===== config.mk =====
export PLATFORM = sky130hd
export DESIGN_NAME = read_return
export DESIGN_NICKNAME = d
export VERILOG_FILES = /design/src/logic/mem_pkg.sv /design/src/logic/read_return.sv
export SDC_FILE = /design/constraint.sdc
export NUM_CORES = 1
export LEC_CHECK = 0
export ABC_CLOCK_PERIOD_IN_PS = 3520
export BUFFER_PORTS_ARGS = -buffer_cell sky130_fd_sc_hd__buf_2
export CORE_UTILIZATION = 34
export CTS_CLUSTER_SIZE = 40
export DETAILED_ROUTE_END_ITERATION = 10
export PLACE_DENSITY_LB_ADDON = 0.15
export RECOVER_POWER = 100
export SLEW_MARGIN = 20
export SYNTH_ARGS = -nofsm -noshare
export SYNTH_HDL_FRONTEND = slang
export SYNTH_SLANG_ARGS = --single-unit
export TNS_END_PERCENT = 1

===== constraint.sdc =====
create_clock -name clk -period 3.52 [get_ports clk]
set_input_delay 0.176 -clock clk [delete_from_list [all_inputs] [get_ports clk]]
set_output_delay 0.176 -clock clk [all_outputs]
set_load 0.05 [all_outputs]

===== src/logic/mem_pkg.sv =====
package mem_pkg;

    // Ownership state of the memory arbiter.
    // In the open state port 1 wins any conflict.
    // In the held state port 2 was granted in the previous cycle and keeps the memory
    // for as long as it holds its request.
    typedef enum logic {
        ARB_OPEN   = 1'b0,
        ARB_HELD_2 = 1'b1
    } arb_state_e;

    // Default word address width of both requesters.
    parameter int DEFAULT_ADDRESS_WIDTH = 32;

    // Default width of one memory word.
    parameter int DEFAULT_DATA_WIDTH = 32;

    // Default depth of the shared memory in words.
    // Only the low address bits index the array.
    parameter int DEFAULT_MEM_WORDS = 256;

endpackage


===== src/logic/read_return.sv =====
`timescale 1ns/1ps

module read_return #(
    parameter int DATA_WIDTH = mem_pkg::DEFAULT_DATA_WIDTH
) (
    input  logic                  clk,
    input  logic                  reset,
    input  logic                  mem_req,
    input  logic                  mem_store,
    input  logic                  grant_1,
    input  logic [DATA_WIDTH-1:0] mem_rdata,
    output logic                  rvalid_1,
    output logic                  rvalid_2,
    output logic [DATA_WIDTH-1:0] rdata_1,
    output logic [DATA_WIDTH-1:0] rdata_2
);

    // Last word returned to each port.
    logic [DATA_WIDTH-1:0] held_1;
    logic [DATA_WIDTH-1:0] held_2;

    // An accepted read is steered by the grant of its own cycle.
    // A read that is not granted to port 1 belongs to port 2, since mem_req is high.
    always_ff @(posedge clk) begin
        if (reset) begin
            rvalid_1 <= 1'b0;
            rvalid_2 <= 1'b0;
        end else begin
            rvalid_1 <= mem_req & ~mem_store & grant_1;
            rvalid_2 <= mem_req & ~mem_store & ~grant_1;
        end
    end

    // The shared read word is copied into the holding register of the port
    // whose pulse is active, and the other port keeps its old word.
    always_ff @(posedge clk) begin
        if (reset) begin
            held_1 <= '0;
            held_2 <= '0;
        end else begin
            if (rvalid_1) begin
                held_1 <= mem_rdata;
            end
            if (rvalid_2) begin
                held_2 <= mem_rdata;
            end
        end
    end

    // During the pulse the fresh word passes straight through.
    // After it the holding register keeps the port's result.
    assign rdata_1 = rvalid_1 ? mem_rdata : held_1;
    assign rdata_2 = rvalid_2 ? mem_rdata : held_2;

endmodule


==> run_results.csv <==
group,metric,value,unit
outcome,status,"finished with violations",
worst_setup_path,cp_cell_sequence,"clkbuf_1 > nor4b_1 > dlygate4sd3_1",
pwr,p_per_area,440,nW/um^2
clocking,cts_buffers,9,
worst_setup_path,critPathCaptureType,"flop",
global_route,track_usage,13.1,%
drt,wl,5.40,mm
outcome,violations,"max-capacitance violations, max-slew violations",
finish,regArea,1330,sq um
floorplan,dieArea,8610,sq um
clocking,insertion_delay,330,ps
timing,finalCriticalPeriod,2410,ps
yosys,synth_cells,211,
finish,fin_nets,350,
worst_setup_path,critical_path.max_fanout,56,
clocking,cts_hold_buffers,3,
timing,hold_viol_final,0,
pwr,ir_drop,296,uV
worst_setup_path,cp.arrival,2630,ps
drt,drt_iter0_drc,33,
worst_setup_path,regToRegSetupSlack,1990,ps
placed_design,gp_congestion,0.676,
yosys,seq_area_frac_synth,47.1,%
yosys,synth_compound_area_share,0,%
yosys,synth_top_area_share,47.1,%
yosys,muxShareOfSynthArea,33.8,%
timing,finClkSkew,6.84,ps
yosys,syn_area,2800,sq um
worst_setup_path,critPathLaunchType,"primary input",
timing,max_slew_margin,-64.3,%
clocking,cts_buffer_depth,2,
global_route,grt_pass1_wl,8.57,mm
yosys,synth_top_area_cell,"dfxtp_1",
yosys,synth_top_family_by_area,"multiplexers",
flow_run,max_cap_viol_count,1,
drt,vias_per_cell,4.33,
global_route,grt_max_degree,57,
timing,fmax,415,MHz
worst_setup_path,path_class,"in -> reg",
timing,finalCritPeriodShare,68.5,%
clocking,cts_root_buf,"clkbuf_8",
timing,rsz0062_at_grt,"no",
finish,layout_common_cells,"clkbuf_1, nor2b_1, dfxtp_1",
clocking,post-cts-setup-buffers,0,
yosys,synthTopCellsByArea,"dfxtp_1, mux2_4, nor2b_1",
finish,final_core_utilization,43.8,%
placed_design,preCtsSetupSlack,1600,ps
floorplan,start_util,35.7,%
finish,syn_to_final_growth,22.6,%
global_route,grt_overflow,0,
global_route,grt_pass1_vias,1781,
worst_setup_path,slowest_stage,"clkbuf_1",
placed_design,port_buffers,102,
yosys,synth_cell_type_count,8,
placed_design,post_dp_cell_area,3330,sq um
finish,final_cell_area,3440,sq um
yosys,ys_seq_elements,66,
drt,drc,0,
clocking,cts_tree,"built",
placed_design,hpwlAfterDp,3.39,mm
timing,setup_viol,0,
pwr,p_leak,1.42,nW
timing,worst_slew_pin_slew,2460,ps
yosys,synth-adder-area-share,0,%
worst_setup_path,cp.required,3740,ps
yosys,synthXorXnorAreaFrac,0,%
timing,setup_tns,0,ps
hold_path,hold_path_class,"in -> reg",
drt,vias,1816,
clocking,path_clk_slew,70,ps
floorplan,core,7850,sq um
floorplan,fp-row-count,32,
yosys,syn-num-nets,248,
drt,wl_per_cell,12.9,um
timing,finalMaxSlewViolations,57,
drt,first_pass_iters,4,
finish,drive_gt1_share,36.6,%
timing,setup_ws,1110,ps
finish,antenna_cells,0,
worst_setup_path,max_stage_delay,1720,ps
finish,nFillCells,814,
yosys,synth_area_per_cell,13.3,sq um
floorplan,fp.dieW,92.8,um
clocking,cts_resized,0,
yosys,synthSimpleGateAreaFrac,15.0,%
floorplan,die_y,92.8,um
floorplan,ios,103,
finish,multi_input_area,1370,sq um
yosys,ys_warn_count,0,
drt,ant_nets,0,
clocking,clock_sink_count,66,
global_route,antenna_found_initial,0,
clocking,htree_levels,3,
finish,final_common_cell,"clkbuf_1",
## cell families (layout without fill, tap and decap cells)
group,Yosys count,in the layout
flops,66,66
simple gates,66,66
mux,64,64
buf+inv,15,121
## stage by stage
step / cells / hold slack [ps] / total power [mW]
global route: 419 / 74.9 / 1.58
CTS: 419 / 78.2 / 1.55
detailed placement: 401 / 354 / 1.02
floorplan: 211 / 252 / 0.968
finish: 419 / 92.2 / 1.51
global placement: 401 / 345 / 1.02
## layer usage
layer	track usage [%]	wire length (um)
met4	4.23	74
met5	0	0
met2	19.5	2340
met1	16.4	2510
met3	6.57	469
## cells in the mapped netlist (all sizes together)
master	number
nor4b	1
buf	8
nor4bb	1
clkbuf	7
nor2b	64
dfxtp	66
mux2	64
## critical path, delay by kind of cell
| kind | cells | cell delay (ps) |
|---|---|---|
| and+or+nand+nor | 1 | 70 |
| buffers and inverters | 2 | 2380 |
## sequential cells by signal, summed over array words and instances, names as in the netlist
register	cells
rvalid_2	1
held_2	32
held_1	32
rvalid_1	1
## worst paths after layout
kind                   start         end  cells past startpoint
setup / recovery       reset    rvalid_2                      3
hold / removal       mem_req    rvalid_1                      2
setup reg to reg    rvalid_1  held_1[29]                      2
hold reg to reg   held_2[21]  held_2[21]                      2
## cell type report
type	count	area share, %
multi-input combinational	130	39.7
sequential	66	38.7
timing repair buffer	106	13.5
clock buffer	11	3.82
tap	102	3.71
clock inverter	4	0.583
## report_power, final
group | switching (mW) | internal [mW]
sequential | 0.0142 | 0.762
combinational | 0.145 | 0.0770
clock | 0.267 | 0.247
No activity file was read; power rests on OpenSTA's default activity.
