$ cat src/logic/mem_pkg.sv
package mem_pkg;

    // Ownership state of the memory arbiter.
    // In the open state port 1 wins any conflict.
    // In the held state port 2 was granted in the previous cycle and keeps the memory
    // for as long as it holds its request.
    typedef enum logic {
        ARB_OPEN   = 1'b0,
        ARB_HELD_2 = 1'b1
    } arb_state_e;

    // Default word address width of both requesters.
    parameter int DEFAULT_ADDRESS_WIDTH = 32;

    // Default width of one memory word.
    parameter int DEFAULT_DATA_WIDTH = 32;

    // Default depth of the shared memory in words.
    // Only the low address bits index the array.
    parameter int DEFAULT_MEM_WORDS = 256;

endpackage

$ cat src/logic/port_mux.sv
`timescale 1ns/1ps

module port_mux #(
    parameter int ADDRESS_WIDTH = mem_pkg::DEFAULT_ADDRESS_WIDTH,
    parameter int DATA_WIDTH    = mem_pkg::DEFAULT_DATA_WIDTH
) (
    input  logic                     grant_1,
    input  logic                     store_1,
    input  logic                     store_2,
    input  logic [ADDRESS_WIDTH-1:0] addr_1,
    input  logic [ADDRESS_WIDTH-1:0] addr_2,
    input  logic [DATA_WIDTH-1:0]    wdata_1,
    input  logic [DATA_WIDTH-1:0]    wdata_2,
    output logic                     mem_store,
    output logic [ADDRESS_WIDTH-1:0] mem_addr,
    output logic [DATA_WIDTH-1:0]    mem_wdata
);

    // Port 1 drives the memory side while it is granted.
    // Port 2 drives it in every other cycle, granted or not.
    // When no port is granted the fields of port 2 still reach the memory,
    // but the memory ignores them because mem_req is low.
    always_comb begin
        if (grant_1) begin
            mem_store = store_1;
            mem_addr  = addr_1;
            mem_wdata = wdata_1;
        end else begin
            mem_store = store_2;
            mem_addr  = addr_2;
            mem_wdata = wdata_2;
        end
    end

endmodule

$ cat config.mk
export PLATFORM = sky130hd
export DESIGN_NAME = port_mux
export DESIGN_NICKNAME = d
export VERILOG_FILES = /design/src/logic/mem_pkg.sv /design/src/logic/port_mux.sv
export SDC_FILE = /design/constraint.sdc
export NUM_CORES = 1
export LEC_CHECK = 0
export BUFFER_PORTS_ARGS = -buffer_cell sky130_fd_sc_hd__buf_2
export CORE_AREA = 2 2 75 77
export DETAILED_ROUTE_END_ITERATION = 6
export DIE_AREA = 0 0 77 79
export GPL_ROUTABILITY_DRIVEN = 0
export PLACE_DENSITY = 0.68
export SLEW_MARGIN = 20
export SYNTH_ARGS = -nofsm -noshare
export SYNTH_HDL_FRONTEND = slang
export SYNTH_SLANG_ARGS = --single-unit
$ cat constraint.sdc
create_clock -name vclk -period 0.81
set_input_delay 0.0405 -clock vclk [all_inputs]
set_output_delay 0.0405 -clock vclk [all_outputs]
set_load 0.1 [all_outputs]
==> results.md, run 1 <==
- Worst min path class: primary input to output pin
- Number of cell rows: 27
- First-pass GRT wire length: 8.57 mm
- Commonest cells post-synth: mux2_4 (50), mux2_2 (15), buf_6 (6), buf_2 (1)
- Leading post-synthesis cells by cell area: mux2_4 (76%), mux2_2 (17%), buf_6 (6.8%)
- Core area: 5340 µm²
- Fmax achieved: 1.17 GHz
- Setup CP Type: primary input to output pin
- # setup viols final: 61
- Largest net degree at the start of global routing: 9
- Sequential area share after synthesis: 0
- DRC violations left: 0
- Ant diodes: 0
- IO Pins: 196
- Status: finished, violations left
- PortBufs: 196
- HPWL Detailed: 4.50 mm
- CP Max Fanout: 8
- Hold-fix buffers, CTS: 0
- Utilization after layout: 0.614
- Final worst slack: -44.9 ps
- Startpoint Class: primary input
- Post-synthesis average cell area: 13.8 µm²
- Total GRT Usage: 0.176
- Flip-flop and latch area: 0 µm²
- Yosys top cell area share: 0.757
- Pins over their slew limit: 0
- Avg Vias per Cell: 4.19
- Leak pwr: 1.78 nW
- Final net count: 405
- Die Ht: 79 µm
- Max-slew headroom: 0.942
- Worst vdd ir: 698 µV
- Clock power share: 0
- Pwr/cell area: 1260 nW/µm²
- Vias in the first global route: 1,663
- Hold slack: 464 ps
- Crit path cell chain: buf_16, buf_12, mux2_4, buf_12
- Die area: 6080 µm²
- Final hold violations: 0
- Gate count of the mapped netlist: 72
- Total gr overflow: 0
- Setup bufs post-CTS: 0
- Fin crit period: 855 ps
- NetSw: 0.00244 W
- Most common cell in the netlist: mux2_4
- Post-synth cell types: 4
- Most used cell along the critical path: buf_12
- Vias: 1,442
- Slew at the pin with the worst max-slew slack: 86.9 ps
- Syn Std Cell Area: 992 µm²
- Largest area contributor in the netlist: mux2_4
- # fillers: 398
- Synth Warn #: 0
- Worst Setup End Kind: output pin
- RSZ-0062 raised after global routing: true
- Sw Share: 0.590
- Power Total: 0.00414 W
- Avg WL per Cell: 16.6 µm
- Length of the first detailed-routing pass in iterations: 2
- Seq pwr share: 0
- Number of DRC markers in iteration 0: 11
- Crit path required time: 770 ps
- Final WL: 5.71 mm
- Sequential cell count: 0
- Post-Place Setup Slack: -245 ps
- Failing checks: setup timing
- Top delay family on crit path: buffers and inverters
- Syn Nets: 203
- Width of the die: 77 µm
- Final antenna-violating net count: 0
- CP peak stage delay: 320 ps
- Share of cells above drive strength 1: 1.00
- Final Cycle Share: 1.06
- Initial antenna violation count: 0
- Comb pwr share: 1.000
- WP buf/inv: 3
- P&R area growth vs syn: 231%
- Int Pwr: 0.00170 W
- Max Cap Viol: 0
- Max stage delay cell, worst path: mux2_4
- # clk buffers: 0
- Initial Util: 0.186
- Arr. time, crit path: 810 ps
power by group through the flow:
stage / Clock (W) / Combinational, W / Sequential, W
2_1_floorplan: 0 / 0.00245 / 0
6_report: 0 / 0.00414 / 0
5_1_grt: 0 / 0.00423 / 0
4_1_cts: 0 / 0.00413 / 0
3_3_place_gp: 0 / 0.00350 / 0
3_5_place_dp: 0 / 0.00353 / 0
repair_timing:
action	CTS	global route
gates resized for setup	147	4
gates cloned	5	0
endpoints found under the setup margin	65	65
logic make-up after synthesis:
logic type	share of synthesized area
buffers and inverters	0.0731
multiplexers	0.927
worst paths after layout:
kind / slack (ps) / cells after the start / start / to
setup / recovery: -40 / 4 / grant_1 / mem_wdata[14]
hold / removal: 460 / 3 / wdata_1[21] / mem_wdata[21]
worst min-delay path: cells and delay by family:
kind / cells / cell delay, ps
multiplexers: 1 / 140
buffers and inverters: 2 / 230
layout make-up:
class | count | area (µm²) | area share
Multi-Input combinational cell | 65 | 976 | 0.298
Tap cell | 72 | 90.1 | 0.0275
Timing Repair Buffer | 207 | 2210 | 0.675
through the flow:
step                      cells  setup TNS, ps  instance area [µm²]
final                       344          -1680                 3280
after global routing        344          -2430                 3280
after CTS                   344          -1820                 3260
after detailed placement    339         -12550                 2590
after global placement      339         -11410                 2590
after floorplan              72           -277                 1010
metal layers:
metal	wire length [µm]	up-vias	track usage	part of all wire
met5	0	-	0	0
met2	3170	114	0.363	0.56
met1	1850	643	0.178	0.32
li1	-	679	-	-
met3	626	6	0.0523	0.11
met4	69	0	0.0179	0.012
cells in the final DEF, fill, tap and decap left out:
cell / instances
buf_12: 67
buf_16: 6
buf_2: 130
buf_6: 1
buf_8: 3
mux2_4: 65
Note: power is estimated with default switching activity, not from simulation.
==> run 2: changes to the inputs <==
- GPL_TIMING_DRIVEN: default -> 0
==> run 2 against run 1 <==
  * The run still ends with setup timing left
  * Non-clock buffer count grew 1
  * Fmax down 1.2%
  * Sequential share of layout area is the same
  * Global-route usage is 1.7 points lower
  * First-iteration DRC count fell by 18%
  * Highest routed layer is now met3
  * Clock-buffer cell count is the same
  * Via count up 0.83%
  * Cell area shrank 5.1%
  * Utilization decreased by 3.1 points
  * Critical path depth unchanged
  * Combinational power down 4%
  * Hold slack barely moved
==> results.md, run 2 (synthesis gave the netlist of run 1 again) <==
- Number of cell rows: 27 (unchanged)
- Core area: 5340 µm² (unchanged)
- Status: finished, violations left
- Final worst slack: -55.0 ps (-10.1 ps)
- Total GRT Usage: 0.159 (-0.0166)
- Final Cycle Share: 1.07 (+0.0125)
- Crit path required time: 770 ps (about the same)
- Hold-fix buffers, CTS: 0 (unchanged)
- Commonest non-fill, non-tap cell in the layout: buf_2
- First-pass GRT wire length: 7.83 mm (-8.6%)
- Final hold violations: 0 (unchanged)
- Setup CP Type: primary input to output pin
- Worst vdd ir: 668 µV (-4.3%)
- Avg WL per Cell: 16.4 µm (-1.5%)
- Sequential cell count: 0 (unchanged)
- RSZ-0062 raised after global routing: true
- Final antenna-violating net count: 0 (unchanged)
- Post-layout instance area: 3110 µm² (-5.1%)
- PortBufs: 195 (-0.51%)
- Leak pwr: 1.68 nW (-5.5%)
- Power Total: 0.00396 W (-4.3%)
- Initial Util: 0.186 (unchanged)
- CP Max Fanout: 5 (-3)
- Pins over their slew limit: 0 (unchanged)
- Crit path cell chain: clkbuf_16, buf_12, mux2_4, buf_12
- Final net count: 406 (+0.25%)
- Arr. time, crit path: 820 ps (about the same)
- Startpoint Class: primary input
- Worst Setup End Kind: output pin
- Die Ht: 79 µm (unchanged)
- HPWL Detailed: 3.85 mm (-14%)
- Length of the first detailed-routing pass in iterations: 3 (+1)
- Dpl cell area: 2080 µm² (-20%)
- Width of the die: 77 µm (unchanged)
- Avg Vias per Cell: 4.21 (+0.54%)
- Share of cells above drive strength 1: 1.00 (unchanged)
- Max Cap Viol: 0 (unchanged)
- Max-slew headroom: 0.809 (-0.133)
- P&R area growth vs syn: 214%
- Vias: 1,454 (+0.83%)
- Number of DRC markers in iteration 0: 9 (-2)
- Ant diodes: 0 (unchanged)
- # setup viols final: 45 (-26%)
- IO Pins: 196 (unchanged)
- Pwr/cell area: 1270 nW/µm² (+0.84%)
- Worst min path class: primary input to output pin
- Setup bufs post-CTS: 0 (unchanged)
- CP peak stage delay: 310 ps (about the same)
- DRC violations left: 0 (unchanged)
- Fmax achieved: 1.16 GHz (-1.2%)
- Most used cell along the critical path: buf_12
- Vias in the first global route: 1,559 (-6.3%)
- Flip-flop and latch area: 0 µm² (unchanged)
- Largest net degree at the start of global routing: 11 (+2)
- Commonest non-fill, non-tap cells in the layout: buf_2 (130), buf_12 (53), mux2_4 (51)
- Die area: 6080 µm² (unchanged)
- Max stage delay cell, worst path: mux2_4
- Initial antenna violation count: 0 (unchanged)
- # clk buffers: 0 (unchanged)
- WP buf/inv: 3 (unchanged)
- Top delay family on crit path: buffers and inverters
- Fin crit period: 865 ps (+10.1 ps)
- Slew at the pin with the worst max-slew slack: 289 ps (+202 ps)
- Final WL: 5.64 mm (-1.2%)
- Failing checks: setup timing
- Total gr overflow: 0 (unchanged)
[run 2: cell types whose count changed in the layout (fill, tap and decap cells not counted)]
cell | previous run | this run
mux2_4 | 65 | 51
mux2_2 | 0 | 14
buf_6 | 1 | 10
buf_4 | 0 | 5
buf_8 | 3 | 2
buf_12 | 67 | 53
clkbuf_16 | 0 | 5
buf_16 | 6 | 3
[run 2: per-stage QoR]
stage / std cells / utilization / setup slack, ps / setup TNS, ps / hold slack, ps
after floorplan: 72 / - / -27.7 / -277 / 401
after global placement: 339 / 0.390 / -201 / -11000 / 686
after detailed placement: 339 / 0.390 / -206 / -11320 / 686
after CTS: 341 / 0.561 / -50.3 / -1850 / 465
after global routing: 345 / 0.583 / -62.9 / -2180 / 475
final: 345 / 0.583 / -55.0 / -1680 / 464
[run 2: what timing repair did]
item                       in CTS  in global routing
cloned                          2                  5
setup endpoints to repair      65                 53
gates resized for setup       234                  3
[run 2: cell type report]
cell class                      count  area (µm²)
Tap cell                           72        90.1
Buffer                              6         115
Timing Repair Buffer              202        1980
Fill cell                         445        2220
Multi-Input combinational cell     65         923
[run 2: worst paths after layout]
| check | from | endpoint | slack (ps) | cells after the start |
|---|---|---|---|---|
| setup / recovery | grant_1 | mem_addr[9] | -50 | 4 |
| hold / removal | wdata_2[29] | mem_wdata[29] | 460 | 3 |
[run 2: power breakdown]
group          total, W  leakage (nW)  internal, W  switching (W)
Combinational   0.00396          1.68      0.00155        0.00241
Clock                 0             0            0              0
Sequential            0             0            0              0
Total           0.00396          1.68      0.00155        0.00241
[run 2: per-layer routing]
metal	GRT usage	part of all wire
met1	0.152	0.33
met5	0	0
met2	0.353	0.57
met3	0.0420	0.10
met4	0	0
==> run 3: changes to the inputs <==
- REMOVE_ABC_BUFFERS: default -> 1
==> run 3 against run 2 <==
  * The run still ends with setup timing left
  * Hold slack better by 1.2 ps
  * Critical path depth is 1 higher
  * Fmax is 11% lower
  * Clock-buffer cell count unchanged
  * Critical path type unchanged
  * Largest cell class unchanged
==> results.md, run 3 (synthesis gave the netlist of run 1 again) <==
- DRC violations left: 0 (unchanged)
- Post-layout instance area: 3260 µm² (+4.8%)
- Total GRT Usage: 0.187 (+0.0275)
- Die Ht: 79 µm (unchanged)
- Most used cell along the critical path: buf_16
- Length of the first detailed-routing pass in iterations: 4 (+1)
- Share of cells above drive strength 1: 1.00 (unchanged)
- Clock power share: 0 (unchanged)
- Slew at the pin with the worst max-slew slack: 203 ps (-85.7 ps)
- Final antenna-violating net count: 0 (unchanged)
- Total gr overflow: 0 (unchanged)
- Ant diodes: 0 (unchanged)
- Int Pwr: 0.00167 W (+8.2%)
- Initial Util: 0.186 (unchanged)
- PortBufs: 196 (+0.51%)
- Leak pwr: 1.77 nW (+5.2%)
- WP buf/inv: 4 (+1)
- Status: finished, violations left
- Worst Setup End Kind: output pin
- Final Cycle Share: 1.20 (+0.132)
- # clk buffers: 0 (unchanged)
- Sequential cell count: 0 (unchanged)
- Setup CP Type: primary input to output pin
- Max Cap Viol: 0 (unchanged)
- Die area: 6080 µm² (unchanged)
- Sw Share: 0.593 (-0.0158)
- First-pass GRT wire length: 8.92 mm (+14%)
- CP peak stage delay: 320 ps (about the same)
- Commonest non-fill, non-tap cell in the layout: buf_2
- P&R area growth vs syn: 229%
- Commonest non-fill, non-tap cells in the layout: buf_2 (130), buf_12 (64), mux2_4 (61)
- Final net count: 406 (unchanged)
- Avg WL per Cell: 17.2 µm (+5.5%)
- Core area: 5340 µm² (unchanged)
- Setup_tns: -5260 ps (-3580 ps)
- Failing checks: setup timing
- Initial antenna violation count: 0 (unchanged)
- Number of DRC markers in iteration 0: 11 (+2)
- Vias: 1,456 (+0.14%)
- Avg Vias per Cell: 4.22 (+0.14%)
- Hold slack: 466 ps (+1.19 ps)
- Dpl cell area: 2010 µm² (-3.2%)
- Arr. time, crit path: 930 ps (+110 ps)
- RSZ-0062 raised after global routing: true
- Seq pwr share: 0 (unchanged)
- Comb pwr share: 1.000 (about the same)
- CP Max Fanout: 6 (+1)
- Crit path required time: 770 ps (about the same)
- Crit path cell chain: buf_16, buf_8, buf_16, mux2_4, buf_12
- NetSw: 0.00244 W (+1.2%)
- Vias in the first global route: 1,710 (+9.7%)
- Number of cell rows: 27 (unchanged)
- Width of the die: 77 µm (unchanged)
- Fmax achieved: 1.03 GHz (-11%)
- HPWL Detailed: 3.64 mm (-5.5%)
- Post-Place Setup Slack: -707 ps (-501 ps)
- Max stage delay cell, worst path: mux2_4
- Pins over their slew limit: 0 (unchanged)
- Final WL: 5.95 mm (+5.5%)
- IO Pins: 196 (unchanged)
- Top delay family on crit path: buffers and inverters
- Fin crit period: 972 ps (+107 ps)
- Startpoint Class: primary input
- Largest net degree at the start of global routing: 16 (+5)
- Flip-flop and latch area: 0 µm² (unchanged)
- Max-slew headroom: 0.865 (+0.0559)
- Pwr/cell area: 1260 nW/µm² (-0.84%)
- Worst min path class: primary input to output pin
- # setup viols final: 65 (+44%)
- Final worst slack: -162 ps (-107 ps)
- Final hold violations: 0 (unchanged)
- Worst vdd ir: 691 µV (+3.5%)
## run 3: layout make-up
type	instances	area (µm²)
timing repair buffer	208	2210
multi-input combinational	65	961
fill	426	2070
tap	72	90.1
## run 3: path summary, 6_finish.rpt
check / depth (start not counted) / endpoint / startpoint / slack, ps
min: 3 / mem_addr[1] / addr_1[1] / 470
max: 5 / mem_addr[30] / grant_1 / -160
## run 3: layer usage
layer,track usage,routed length [µm],vias up
met5,0,0,-
met4,0.0446,172,0
met3,0.0523,503,14
met2,0.385,3430,95
met1,0.182,1840,668
li1,-,-,679
## run 3: power by group through the flow
stage               combinational [W]  clock (W)  sequential (W)
floorplan                     0.00234          0               0
global placement              0.00294          0               0
detailed placement            0.00295          0               0
CTS                           0.00408          0               0
global route                  0.00422          0               0
finish                        0.00412          0               0
## run 3: timing repair
action                                  4_1_cts  5_1_grt
gates resized for setup                     269        8
setup buffers                                 5        1
pin swaps                                     0        0
hold buffers                                  0        0
endpoints found under the setup margin       65       65
cloned                                        6        0
## run 3: metrics by stage
stage	power, W	cells	utilization
floorplan	0.00234	65	-
detailed placement	0.00295	334	0.377
CTS	0.00408	345	0.609
finish	0.00412	345	0.611
global route	0.00422	345	0.611
global placement	0.00294	333	0.373
